File: src/hdl/soc_types_pkg.sv
`default_nettype none

package soc_types_pkg;

   // Wishbone geometry, byte addressed
   localparam int WB_AW = 16;
   localparam int WB_DW = 32;

   typedef logic [WB_AW-1:0] wb_adr_t;
   typedef logic [WB_DW-1:0] wb_dat_t;

   // Settings bus, one register write per strobe
   typedef logic [7:0] set_addr_t;

   typedef struct packed {
      logic        stb;
      set_addr_t   addr;
      logic [31:0] data;
   } set_bus_t;

   typedef logic [63:0] vita_time_t;

endpackage

`default_nettype wire

File: src/hdl/soc_map_pkg.sv
`default_nettype none

package soc_map_pkg;

   // Top address byte decode, region start and mask
   localparam logic [7:0] RB_ADDR  = 8'h5C;
   localparam logic [7:0] RB_MASK  = 8'hFC;
   localparam logic [7:0] SET_ADDR = 8'h70;
   localparam logic [7:0] SET_MASK = 8'hF0;

   // Misc settings block and its register offsets
   localparam int SR_MISC   = 0;
   localparam int LMS_RES   = 0;
   localparam int LED_SW    = 3;
   localparam int PHY_RST   = 4;
   localparam int BLDR_DONE = 5;
   localparam int LED_SRC   = 6;

   // Time load registers
   localparam int SR_TIME64 = 10;
   localparam int TIME_HI   = 0;
   localparam int TIME_LO   = 1;

   // Diversity switches, one bit each
   localparam int SR_DIVSW  = 180;
   localparam int DIVSW_0   = 0;
   localparam int DIVSW_1   = 1;

   // LEDs 4..1 follow the run bits out of reset
   localparam logic [7:0] LED_SRC_RESET = 8'h1E;

   // Major in the upper half, minor in the lower
   localparam logic [31:0] COMPAT_NUM = {16'd9, 16'd0};

   // Readback word indexes
   localparam logic [3:0] RB_TIME_HI = 4'd10;
   localparam logic [3:0] RB_TIME_LO = 4'd11;
   localparam logic [3:0] RB_COMPAT  = 4'd12;
   localparam logic [3:0] RB_STATUS  = 4'd13;
   localparam logic [3:0] RB_PPS_HI  = 4'd14;
   localparam logic [3:0] RB_PPS_LO  = 4'd15;

endpackage

`default_nettype wire

File: src/hdl/wb_slave_if.sv
`timescale 1ns/1ps
`default_nettype none

// One decoded Wishbone slave channel
interface wb_slave_if #(
   parameter int AW = 16,
   parameter int DW = 32
);
   logic          stb;
   logic          we;
   logic [AW-1:0] adr;
   logic [DW-1:0] dat_w;
   logic [DW-1:0] dat_r;
   logic          ack;

   modport master (output stb, we, adr, dat_w, input dat_r, ack);
   modport slave (input stb, we, adr, dat_w, output dat_r, ack);
endinterface

`default_nettype wire

File: src/hdl/wb_decoder.sv
`timescale 1ns/1ps
`default_nettype none

module wb_decoder
   import soc_types_pkg::*, soc_map_pkg::*;
(
   input  wire         wb_clk,
   input  wire         rst_i,
   input  wire         stb_i,
   input  wire         we_i,
   input  wb_adr_t     adr_i,
   input  wb_dat_t     dat_i,
   output wb_dat_t     dat_o,
   output logic        ack_o,
   wb_slave_if.master  set_m,
   wb_slave_if.master  rb_m
);

   logic set_hit;
   logic rb_hit;
   logic nomatch_ack;

   assign set_hit = (adr_i[15:8] & SET_MASK) == SET_ADDR;
   assign rb_hit  = (adr_i[15:8] & RB_MASK) == RB_ADDR;

   // Only the matching slave sees the strobe
   assign set_m.stb   = stb_i & set_hit;
   assign set_m.we    = we_i;
   assign set_m.adr   = adr_i;
   assign set_m.dat_w = dat_i;

   assign rb_m.stb   = stb_i & rb_hit;
   assign rb_m.we    = we_i;
   assign rb_m.adr   = adr_i;
   assign rb_m.dat_w = dat_i;

   // Unmapped accesses complete here so the master never hangs
   always_ff @(posedge wb_clk) begin
      if (rst_i) begin
         nomatch_ack <= 1'b0;
      end else begin
         nomatch_ack <= stb_i & ~set_hit & ~rb_hit & ~nomatch_ack;
      end
   end

   assign ack_o = set_m.ack | rb_m.ack | nomatch_ack;
   assign dat_o = rb_hit ? rb_m.dat_r : (set_hit ? set_m.dat_r : '0);

   a_one_slave: assert property (@(posedge wb_clk) disable iff (rst_i)
      !(set_m.stb && rb_m.stb));

endmodule

`default_nettype wire

File: src/hdl/settings_bus.sv
`timescale 1ns/1ps
`default_nettype none

module settings_bus
   import soc_types_pkg::*;
(
   input  wire        wb_clk,
   input  wire        rst_i,
   wb_slave_if.slave  bus_s,
   output set_bus_t   set_o
);

   logic        ack;
   logic        set_stb;
   set_addr_t   set_addr;
   logic [31:0] set_data;

   always_ff @(posedge wb_clk) begin
      if (rst_i) begin
         ack     <= 1'b0;
         set_stb <= 1'b0;
      end else begin
         ack     <= bus_s.stb & ~ack;
         set_stb <= bus_s.stb & bus_s.we & ~ack;
      end
   end

   // Word address picks one of 256 registers
   always_ff @(posedge wb_clk) begin
      if (bus_s.stb && !ack) begin
         set_addr <= bus_s.adr[9:2];
         set_data <= bus_s.dat_w;
      end
   end

   assign bus_s.ack   = ack;
   assign bus_s.dat_r = '0;
   assign set_o       = '{stb: set_stb, addr: set_addr, data: set_data};

   a_ack_pulse: assert property (@(posedge wb_clk) disable iff (rst_i)
      bus_s.ack |=> !bus_s.ack);
   a_stb_pulse: assert property (@(posedge wb_clk) disable iff (rst_i)
      set_o.stb |-> bus_s.ack ##1 !set_o.stb);

endmodule

`default_nettype wire

File: src/hdl/misc_settings.sv
`timescale 1ns/1ps
`default_nettype none

module misc_settings
   import soc_types_pkg::*, soc_map_pkg::*;
#(
   parameter int MISC_BASE  = SR_MISC,
   parameter int DIVSW_BASE = SR_DIVSW
) (
   input  wire        wb_clk,
   input  wire        por_rst,
   input  set_bus_t   set_i,
   input  wire  [3:0] run_i,
   output logic       core_rst_o,
   output logic [7:0] leds_o,
   output logic [1:0] lms_res_o,
   output logic       phy_reset_n_o,
   output logic [1:0] div_sw_o
);

   localparam set_addr_t A_LMS_RES = set_addr_t'(MISC_BASE + LMS_RES);
   localparam set_addr_t A_LED_SW  = set_addr_t'(MISC_BASE + LED_SW);
   localparam set_addr_t A_PHY_RST = set_addr_t'(MISC_BASE + PHY_RST);
   localparam set_addr_t A_BLDR    = set_addr_t'(MISC_BASE + BLDR_DONE);
   localparam set_addr_t A_LED_SRC = set_addr_t'(MISC_BASE + LED_SRC);
   localparam set_addr_t A_DIVSW_0 = set_addr_t'(DIVSW_BASE + DIVSW_0);
   localparam set_addr_t A_DIVSW_1 = set_addr_t'(DIVSW_BASE + DIVSW_1);

   typedef enum logic {BLDR_WAIT, BLDR_DONE_ST} bldr_state_t;

   bldr_state_t bldr_state;
   logic        bldr_wr;
   logic [1:0]  lms_res;
   logic [7:0]  led_sw;
   logic        phy_rst;
   logic [7:0]  led_src;
   logic [1:0]  div_sw;
   logic [7:0]  led_hw;

   //////////////////////////////////////////////////
   // Setting registers

   always_ff @(posedge wb_clk) begin
      if (por_rst || core_rst_o) begin
         lms_res <= '0;
         led_sw  <= '0;
         phy_rst <= 1'b0;
         led_src <= LED_SRC_RESET;
         div_sw  <= 2'b11;
      end else if (set_i.stb) begin
         case (set_i.addr)
            A_LMS_RES: lms_res   <= set_i.data[1:0];
            A_LED_SW:  led_sw    <= set_i.data[7:0];
            A_PHY_RST: phy_rst   <= set_i.data[0];
            A_LED_SRC: led_src   <= set_i.data[7:0];
            A_DIVSW_0: div_sw[0] <= set_i.data[0];
            A_DIVSW_1: div_sw[1] <= set_i.data[0];
            default: ;
         endcase
      end
   end

   //////////////////////////////////////////////////
   // Boot soft reset

   assign bldr_wr = set_i.stb && (set_i.addr == A_BLDR) && set_i.data[0];

   // Held through power-on, then one pulse when boot reports done
   always_ff @(posedge wb_clk) begin
      if (por_rst) begin
         bldr_state <= BLDR_WAIT;
         core_rst_o <= 1'b1;
      end else begin
         core_rst_o <= 1'b0;
         if (bldr_state == BLDR_WAIT && bldr_wr) begin
            bldr_state <= BLDR_DONE_ST;
            core_rst_o <= 1'b1;
         end
      end
   end

   //////////////////////////////////////////////////
   // Outputs

   // Mask bit 1 selects hardware, 0 selects software
   assign led_hw        = {3'b000, run_i, 1'b0};
   assign leds_o        = (led_src & led_hw) | (~led_src & led_sw);
   assign lms_res_o     = lms_res;
   assign phy_reset_n_o = ~phy_rst;
   assign div_sw_o      = div_sw;

endmodule

`default_nettype wire

File: src/hdl/vita_timer.sv
`timescale 1ns/1ps
`default_nettype none

module vita_timer
   import soc_types_pkg::*, soc_map_pkg::*;
#(
   parameter int TIME_BASE = SR_TIME64
) (
   input  wire        wb_clk,
   input  wire        rst_i,
   input  set_bus_t   set_i,
   input  wire        pps_i,
   output vita_time_t time_o,
   output vita_time_t time_pps_o
);

   localparam set_addr_t A_TIME_HI = set_addr_t'(TIME_BASE + TIME_HI);
   localparam set_addr_t A_TIME_LO = set_addr_t'(TIME_BASE + TIME_LO);

   logic [31:0] hi_stage;
   logic [1:0]  pps_sync;
   logic        pps_d;
   logic        pps_edge;

   // High word waits here until the low word arrives
   always_ff @(posedge wb_clk) begin
      if (set_i.stb && set_i.addr == A_TIME_HI) begin
         hi_stage <= set_i.data;
      end
   end

   always_ff @(posedge wb_clk) begin
      if (rst_i) begin
         time_o <= '0;
      end else if (set_i.stb && set_i.addr == A_TIME_LO) begin
         time_o <= {hi_stage, set_i.data};
      end else begin
         time_o <= time_o + 64'd1;
      end
   end

   //////////////////////////////////////////////////
   // PPS capture

   always_ff @(posedge wb_clk) begin
      if (rst_i) begin
         pps_sync <= 2'b00;
         pps_d    <= 1'b0;
      end else begin
         pps_sync <= {pps_sync[0], pps_i};
         pps_d    <= pps_sync[1];
      end
   end

   assign pps_edge = pps_sync[1] & ~pps_d;

   always_ff @(posedge wb_clk) begin
      if (rst_i) begin
         time_pps_o <= '0;
      end else if (pps_edge) begin
         time_pps_o <= time_o;
      end
   end

endmodule

`default_nettype wire

File: src/hdl/readback_mux.sv
`timescale 1ns/1ps
`default_nettype none

module readback_mux
   import soc_types_pkg::*, soc_map_pkg::*;
(
   input  wire         wb_clk,
   input  wire         rst_i,
   wb_slave_if.slave   bus_s,
   input  vita_time_t  time_i,
   input  vita_time_t  time_pps_i,
   input  wire  [31:0] status_i
);

   logic    ack;
   wb_dat_t rd_word;
   wb_dat_t rd_data;

   always_comb begin
      case (bus_s.adr[5:2])
         RB_TIME_HI: rd_word = time_i[63:32];
         RB_TIME_LO: rd_word = time_i[31:0];
         RB_COMPAT:  rd_word = COMPAT_NUM;
         RB_STATUS:  rd_word = status_i;
         RB_PPS_HI:  rd_word = time_pps_i[63:32];
         RB_PPS_LO:  rd_word = time_pps_i[31:0];
         default:    rd_word = '0;
      endcase
   end

   always_ff @(posedge wb_clk) begin
      if (rst_i) begin
         ack <= 1'b0;
      end else begin
         ack <= bus_s.stb & ~ack;
      end
   end

   // Word is sampled on the first strobe cycle and held for the ack
   always_ff @(posedge wb_clk) begin
      if (bus_s.stb && !ack) begin
         rd_data <= rd_word;
      end
   end

   assign bus_s.ack   = ack;
   assign bus_s.dat_r = rd_data;

   a_no_back_to_back: assert property (@(posedge wb_clk) disable iff (rst_i)
      bus_s.ack |=> !bus_s.ack);

endmodule

`default_nettype wire

File: src/hdl/soc_core.sv
`timescale 1ns/1ps
`default_nettype none

module soc_core
   import soc_types_pkg::*, soc_map_pkg::*;
#(
   parameter int MISC_BASE  = SR_MISC,
   parameter int DIVSW_BASE = SR_DIVSW,
   parameter int TIME_BASE  = SR_TIME64
) (
   input  wire        wb_clk,
   input  wire        por_rst,
   input  wire        wb_stb_i,
   input  wire        wb_we_i,
   input  wb_adr_t    wb_adr_i,
   input  wb_dat_t    wb_dat_i,
   input  wire        pps_i,
   input  wire  [3:0] run_i,
   input  wire        button_i,
   input  wire  [1:0] lock_det_i,
   output wb_dat_t    wb_dat_o,
   output logic       wb_ack_o,
   output logic [7:0] leds_o,
   output logic [1:0] lms_res_o,
   output logic       phy_reset_n_o,
   output logic [1:0] div_sw_o
);

   logic       core_rst;
   set_bus_t   set_bus;
   vita_time_t vita_time;
   vita_time_t vita_time_pps;

   wb_slave_if #(.AW(WB_AW), .DW(WB_DW)) set_if ();
   wb_slave_if #(.AW(WB_AW), .DW(WB_DW)) rb_if ();

   //////////////////////////////////////////////////
   // Wishbone fabric

   wb_decoder u_decoder (
      .wb_clk (wb_clk),
      .rst_i  (por_rst),
      .stb_i  (wb_stb_i),
      .we_i   (wb_we_i),
      .adr_i  (wb_adr_i),
      .dat_i  (wb_dat_i),
      .dat_o  (wb_dat_o),
      .ack_o  (wb_ack_o),
      .set_m  (set_if),
      .rb_m   (rb_if)
   );

   settings_bus u_settings_bus (
      .wb_clk (wb_clk),
      .rst_i  (core_rst),
      .bus_s  (set_if),
      .set_o  (set_bus)
   );

   // Status word carries the lock detects and the button
   readback_mux u_readback (
      .wb_clk     (wb_clk),
      .rst_i      (core_rst),
      .bus_s      (rb_if),
      .time_i     (vita_time),
      .time_pps_i (vita_time_pps),
      .status_i   ({16'b0, lock_det_i, button_i, 13'b0})
   );

   //////////////////////////////////////////////////
   // Settings consumers

   misc_settings #(
      .MISC_BASE  (MISC_BASE),
      .DIVSW_BASE (DIVSW_BASE)
   ) u_misc (
      .wb_clk        (wb_clk),
      .por_rst       (por_rst),
      .set_i         (set_bus),
      .run_i         (run_i),
      .core_rst_o    (core_rst),
      .leds_o        (leds_o),
      .lms_res_o     (lms_res_o),
      .phy_reset_n_o (phy_reset_n_o),
      .div_sw_o      (div_sw_o)
   );

   vita_timer #(
      .TIME_BASE (TIME_BASE)
   ) u_timer (
      .wb_clk     (wb_clk),
      .rst_i      (core_rst),
      .set_i      (set_bus),
      .pps_i      (pps_i),
      .time_o     (vita_time),
      .time_pps_o (vita_time_pps)
   );

endmodule

`default_nettype wire

File: config.mk
export PLATFORM = sky130hd
export DESIGN_NAME = soc_core
export DESIGN_NICKNAME = d
export VERILOG_FILES = /design/src/hdl/soc_types_pkg.sv /design/src/hdl/soc_map_pkg.sv /design/src/hdl/wb_slave_if.sv /design/src/hdl/wb_decoder.sv /design/src/hdl/settings_bus.sv /design/src/hdl/misc_settings.sv /design/src/hdl/vita_timer.sv /design/src/hdl/readback_mux.sv /design/src/hdl/soc_core.sv
export SDC_FILE = /design/constraint.sdc
export NUM_CORES = 1
export LEC_CHECK = 0
export BUFFER_PORTS_ARGS = -buffer_cell sky130_fd_sc_hd__buf_2
export CORE_MARGIN = 1
export CORE_UTILIZATION = 35
export CTS_CLUSTER_DIAMETER = 80
export DETAILED_ROUTE_END_ITERATION = 10
export SLEW_MARGIN = 40
export SYNTH_ARGS = -nofsm -noshare
export SYNTH_HDL_FRONTEND = slang
export SYNTH_SLANG_ARGS = --single-unit
File: constraint.sdc
create_clock -name wb_clk -period 8 [get_ports wb_clk]
set_input_delay 2 -clock wb_clk [delete_from_list [all_inputs] [get_ports wb_clk]]
set_output_delay 2 -clock wb_clk [all_outputs]
set_load 0.01 [all_outputs]
==> impl_metrics.py <==
metrics = {
    "min_path": {
        "hold_path.class": "reg2reg",
        "holdCritStartpoint": "u_misc.bldr_state$_SDFFE_PP0P_",
    },
    "layout": {
        "register_area_mm2": 0.00629,
        "flow.area_growth_from_synthesis_pct": 15.4,
        "drive_gt1_frac": 0.164,
        "stdcell_area_mm2": 0.0129,
        "final_cells": 1611,
        "fin_nets": 1248,
        "fillers": 3037,
        "antenna_cells": 0,
        "final_core_util": 0.410,
        "multiInputGateArea_mm2": 0.00450,
    },
    "detailed_routing": {
        "drt_iter0_markers": 637,
        "dr.pass1.iters": 5,
        "vias": 8310,
        "wire_per_inst_um": 17.3,
        "route.detailed.drc": 0,
        "wl_mm": 27.9,
        "via_per_inst": 5.16,
        "drtAntennaViolNets": 0,
    },
    "outcome": {
        "status": "finished clean",
    },
    "place": {
        "placed_cell_area_mm2": 0.0120,
        "place_inst": 1559,
        "dp_hpwl_mm": 18.9,
        "place.gp.congestion": 0.869,
        "port_buffers": 103,
    },
    "clock_network": {
        "cts_tree": "yes",
        "clock_latency_ns": 0.54,
        "ctsHoldBuffers": 0,
        "cts_setup_buffers": 0,
        "clk_path_buf_depth": 3,
        "numCtsBuffers": 28,
        "htree_num_levels": 1,
        "ctsResizeCount": 0,
        "cts_sinks": 262,
        "clkTransAtPathRegs_ns": 0.05,
        "clockRootBuffer": "clkbuf_16",
    },
    "yosys": {
        "synth.yosys.warnings": 0,
        "synth_flop_cell": "dfxtp_1",
        "avgSynthCellArea_um2": 10.0,
        "syn_area_mm2": 0.0112,
        "postSynth.asyncResetShare": 0,
        "synth_enable_flop_cells": 104,
        "synth_nets": 1178,
        "synth-seq-cells": 262,
        "synth_cell_type_count": 59,
        "synth_cells": 1117,
        "synth.yosys.seq_area_share": 0.563,
    },
    "worst_setup_path": {
        "cp_slowest_cell": "buf_4",
        "arrival_ns": 3.09,
        "critPathMostFrequentCell": "buf_2",
        "endpoint_kind": "output port",
        "startpoint_type": "input pin",
        "startpoint": "wb_adr_i[15]",
        "worstSetupPathType": "in2out",
        "required_ns": 6.00,
        "crit_path_cell_trace": "buf_2 > nand3b_1 > nor3_2 > buf_4 > and2_1 > buf_2",
        "slowest_delay_ns": 0.28,
        "r2r_start": "u_timer.time_o[0]$_SDFF_PP0_",
        "cp_max_fo": 34,
    },
    "grt": {
        "grt-ovfl-total": 0,
        "grtUsageTotal": 0.170,
        "grt_start_max_net_pins": 81,
        "grt_pass1_vias": 8232,
        "grt_antenna_before_repair": 0,
        "grt_pass1_wl_mm": 44.5,
    },
    "job": {
        "cap_violations": 0,
    },
    "power": {
        "leakage_nw": 4.50,
        "peakVddDrop_mv": 0.138,
        "power_density_mw_per_mm2": 212,
    },
    "sta": {
        "setup_tns_ns": 0,
        "slew_viol_final": 0,
        "tightestPinTransition_ns": 0.728,
        "setup_violations": 0,
        "period_minus_slack_ns": 5.09,
        "hold_viol_final": 0,
        "fin_skew_ns": 0.0252,
        "relSlewSlack": 0.515,
        "fmax_mhz": 196,
        "grt_setup_unrepaired": "false",
        "post-route-period-util": 0.637,
    },
    "die": {
        "rows": 65,
        "fp.dieH_um": 181,
        "io_pins": 106,
        "initial_core_util": 0.355,
        "core_area_mm2": 0.0315,
        "die_w_um": 181,
        "die_area_mm2": 0.0326,
    },
}
[path summary, 6_finish.rpt]
check | end | slack [ns] | depth (start not counted)
hold reg to reg | u_misc.core_rst_o$_SDFF_PP1_ | 0.43 | 1
setup reg to reg | u_timer.time_o[60]$_SDFF_PP0_ | 5.40 | 7
setup / recovery | wb_dat_o[24] | 2.91 | 6
hold / removal | u_misc.core_rst_o$_SDFF_PP1_ | 0.43 | 1
[power by group]
group          internal (mW)  switching [mW]  total, mW
clock                  0.770           0.510       1.28
combinational         0.0195          0.0369     0.0564
sequential              1.39          0.0101       1.40
total                   2.18           0.557       2.73
[routing by layer]
metal | part of all wire | vias up | routed length (µm) | global-route usage
li1 | - | 4100 | - | -
met1 | 0.47 | 3941 | 13200 | 0.243
met2 | 0.44 | 223 | 12300 | 0.262
met4 | 0.024 | 0 | 681 | 0.0561
met3 | 0.060 | 46 | 1680 | 0.0255
met5 | 0 | - | 0 | 0
[layout make-up]
cell class,count,share of cell area
clock inverters,9,0.00544
flip-flops and latches,262,0.488
inverters,12,0.00349
repair buffers,117,0.0484
well taps,402,0.0390
clock buffers,43,0.0668
multi-input cells,766,0.349
[registers in the layout, indices dropped and copies added (netlist names), 2 cells and up]
signal,cells
u_timer.pps_sync,2
u_readback.bus_s.dat_r,32
u_settings_bus.set_data,32
u_timer.time_pps_o,64
u_settings_bus.set_addr,8
u_misc.lms_res_o,2
u_timer.hi_stage,32
u_misc.div_sw_o,2
u_misc.led_sw,8
u_misc.led_src,8
u_timer.time_o,64
[cells in the final DEF (no fill, tap or decap), types with 4 or more instances in the layout]
| cell | count |
|---|---|
| clkbuf_8 | 4 |
| and2_1 | 36 |
| nor3_1 | 10 |
| or3_1 | 8 |
| nand4_1 | 22 |
| a21oi_1 | 67 |
| nor4_1 | 11 |
| edfxtp_1 | 104 |
| a311oi_1 | 5 |
| o21ai_0 | 13 |
| and3_1 | 4 |
| xor2_1 | 33 |
| buf_2 | 103 |
| buf_4 | 13 |
| nand3_1 | 29 |
| clkbuf_16 | 31 |
| a211oi_1 | 54 |
| mux2i_1 | 19 |
| inv_1 | 12 |
| clkbuf_1 | 8 |
| xnor2_1 | 24 |
| a22oi_1 | 62 |
| dfxtp_1 | 157 |
| nand2_1 | 196 |
| clkinv_2 | 5 |
| mux2_2 | 7 |
| nor2_1 | 101 |
| nor2b_1 | 12 |
[per-stage QoR]
stage / power [mW] / worst slack, ns / hold WS [ns]
6_report: 2.73 / 2.91 / 0.434
5_1_grt: 2.82 / 2.78 / 0.449
4_1_cts: 2.77 / 2.86 / 0.439
3_5_place_dp: 1.48 / 2.85 / 0.427
3_3_place_gp: 1.48 / 2.94 / 0.416
2_1_floorplan: 1.45 / 1.02 / 0.414
[cell families after synthesis]
| logic type | synth area share |
|---|---|
| simple gates | 0.207 |
| flops | 0.563 |
| compound gates | 0.122 |
| buf+inv | 0.0380 |
| xor+xnor | 0.0447 |
| mux | 0.0241 |
| fa+ha+maj | 0.00112 |
[synthesized netlist by cell type (7+ instances only)]
cell | n | area (µm²)
inv_1 | 12 | 45.0
and2_1 | 36 | 225
a211oi_1 | 54 | 405
nor2_1 | 103 | 387
nand4_1 | 22 | 138
nor2b_1 | 13 | 81.3
a21oi_1 | 67 | 335
nor3_1 | 11 | 55.1
or3_1 | 8 | 50.1
nor4_1 | 11 | 68.8
nand2_1 | 196 | 736
a22oi_1 | 62 | 465
clkbuf_1 | 56 | 210
o21ai_0 | 13 | 65.1
mux2_2 | 7 | 78.8
dfxtp_1 | 158 | 3160
xor2_1 | 33 | 289
xnor2_1 | 24 | 210
nand3_1 | 29 | 145
mux2i_1 | 19 | 190
edfxtp_1 | 104 | 3120
[critical path, delay by kind of cell]
| kind | cells | cell delay, ns |
|---|---|---|
| AND/OR/NAND/NOR | 3 | 0.57 |
| buffers and inverters | 3 | 0.50 |
No activity file was read; power rests on OpenSTA's default activity.
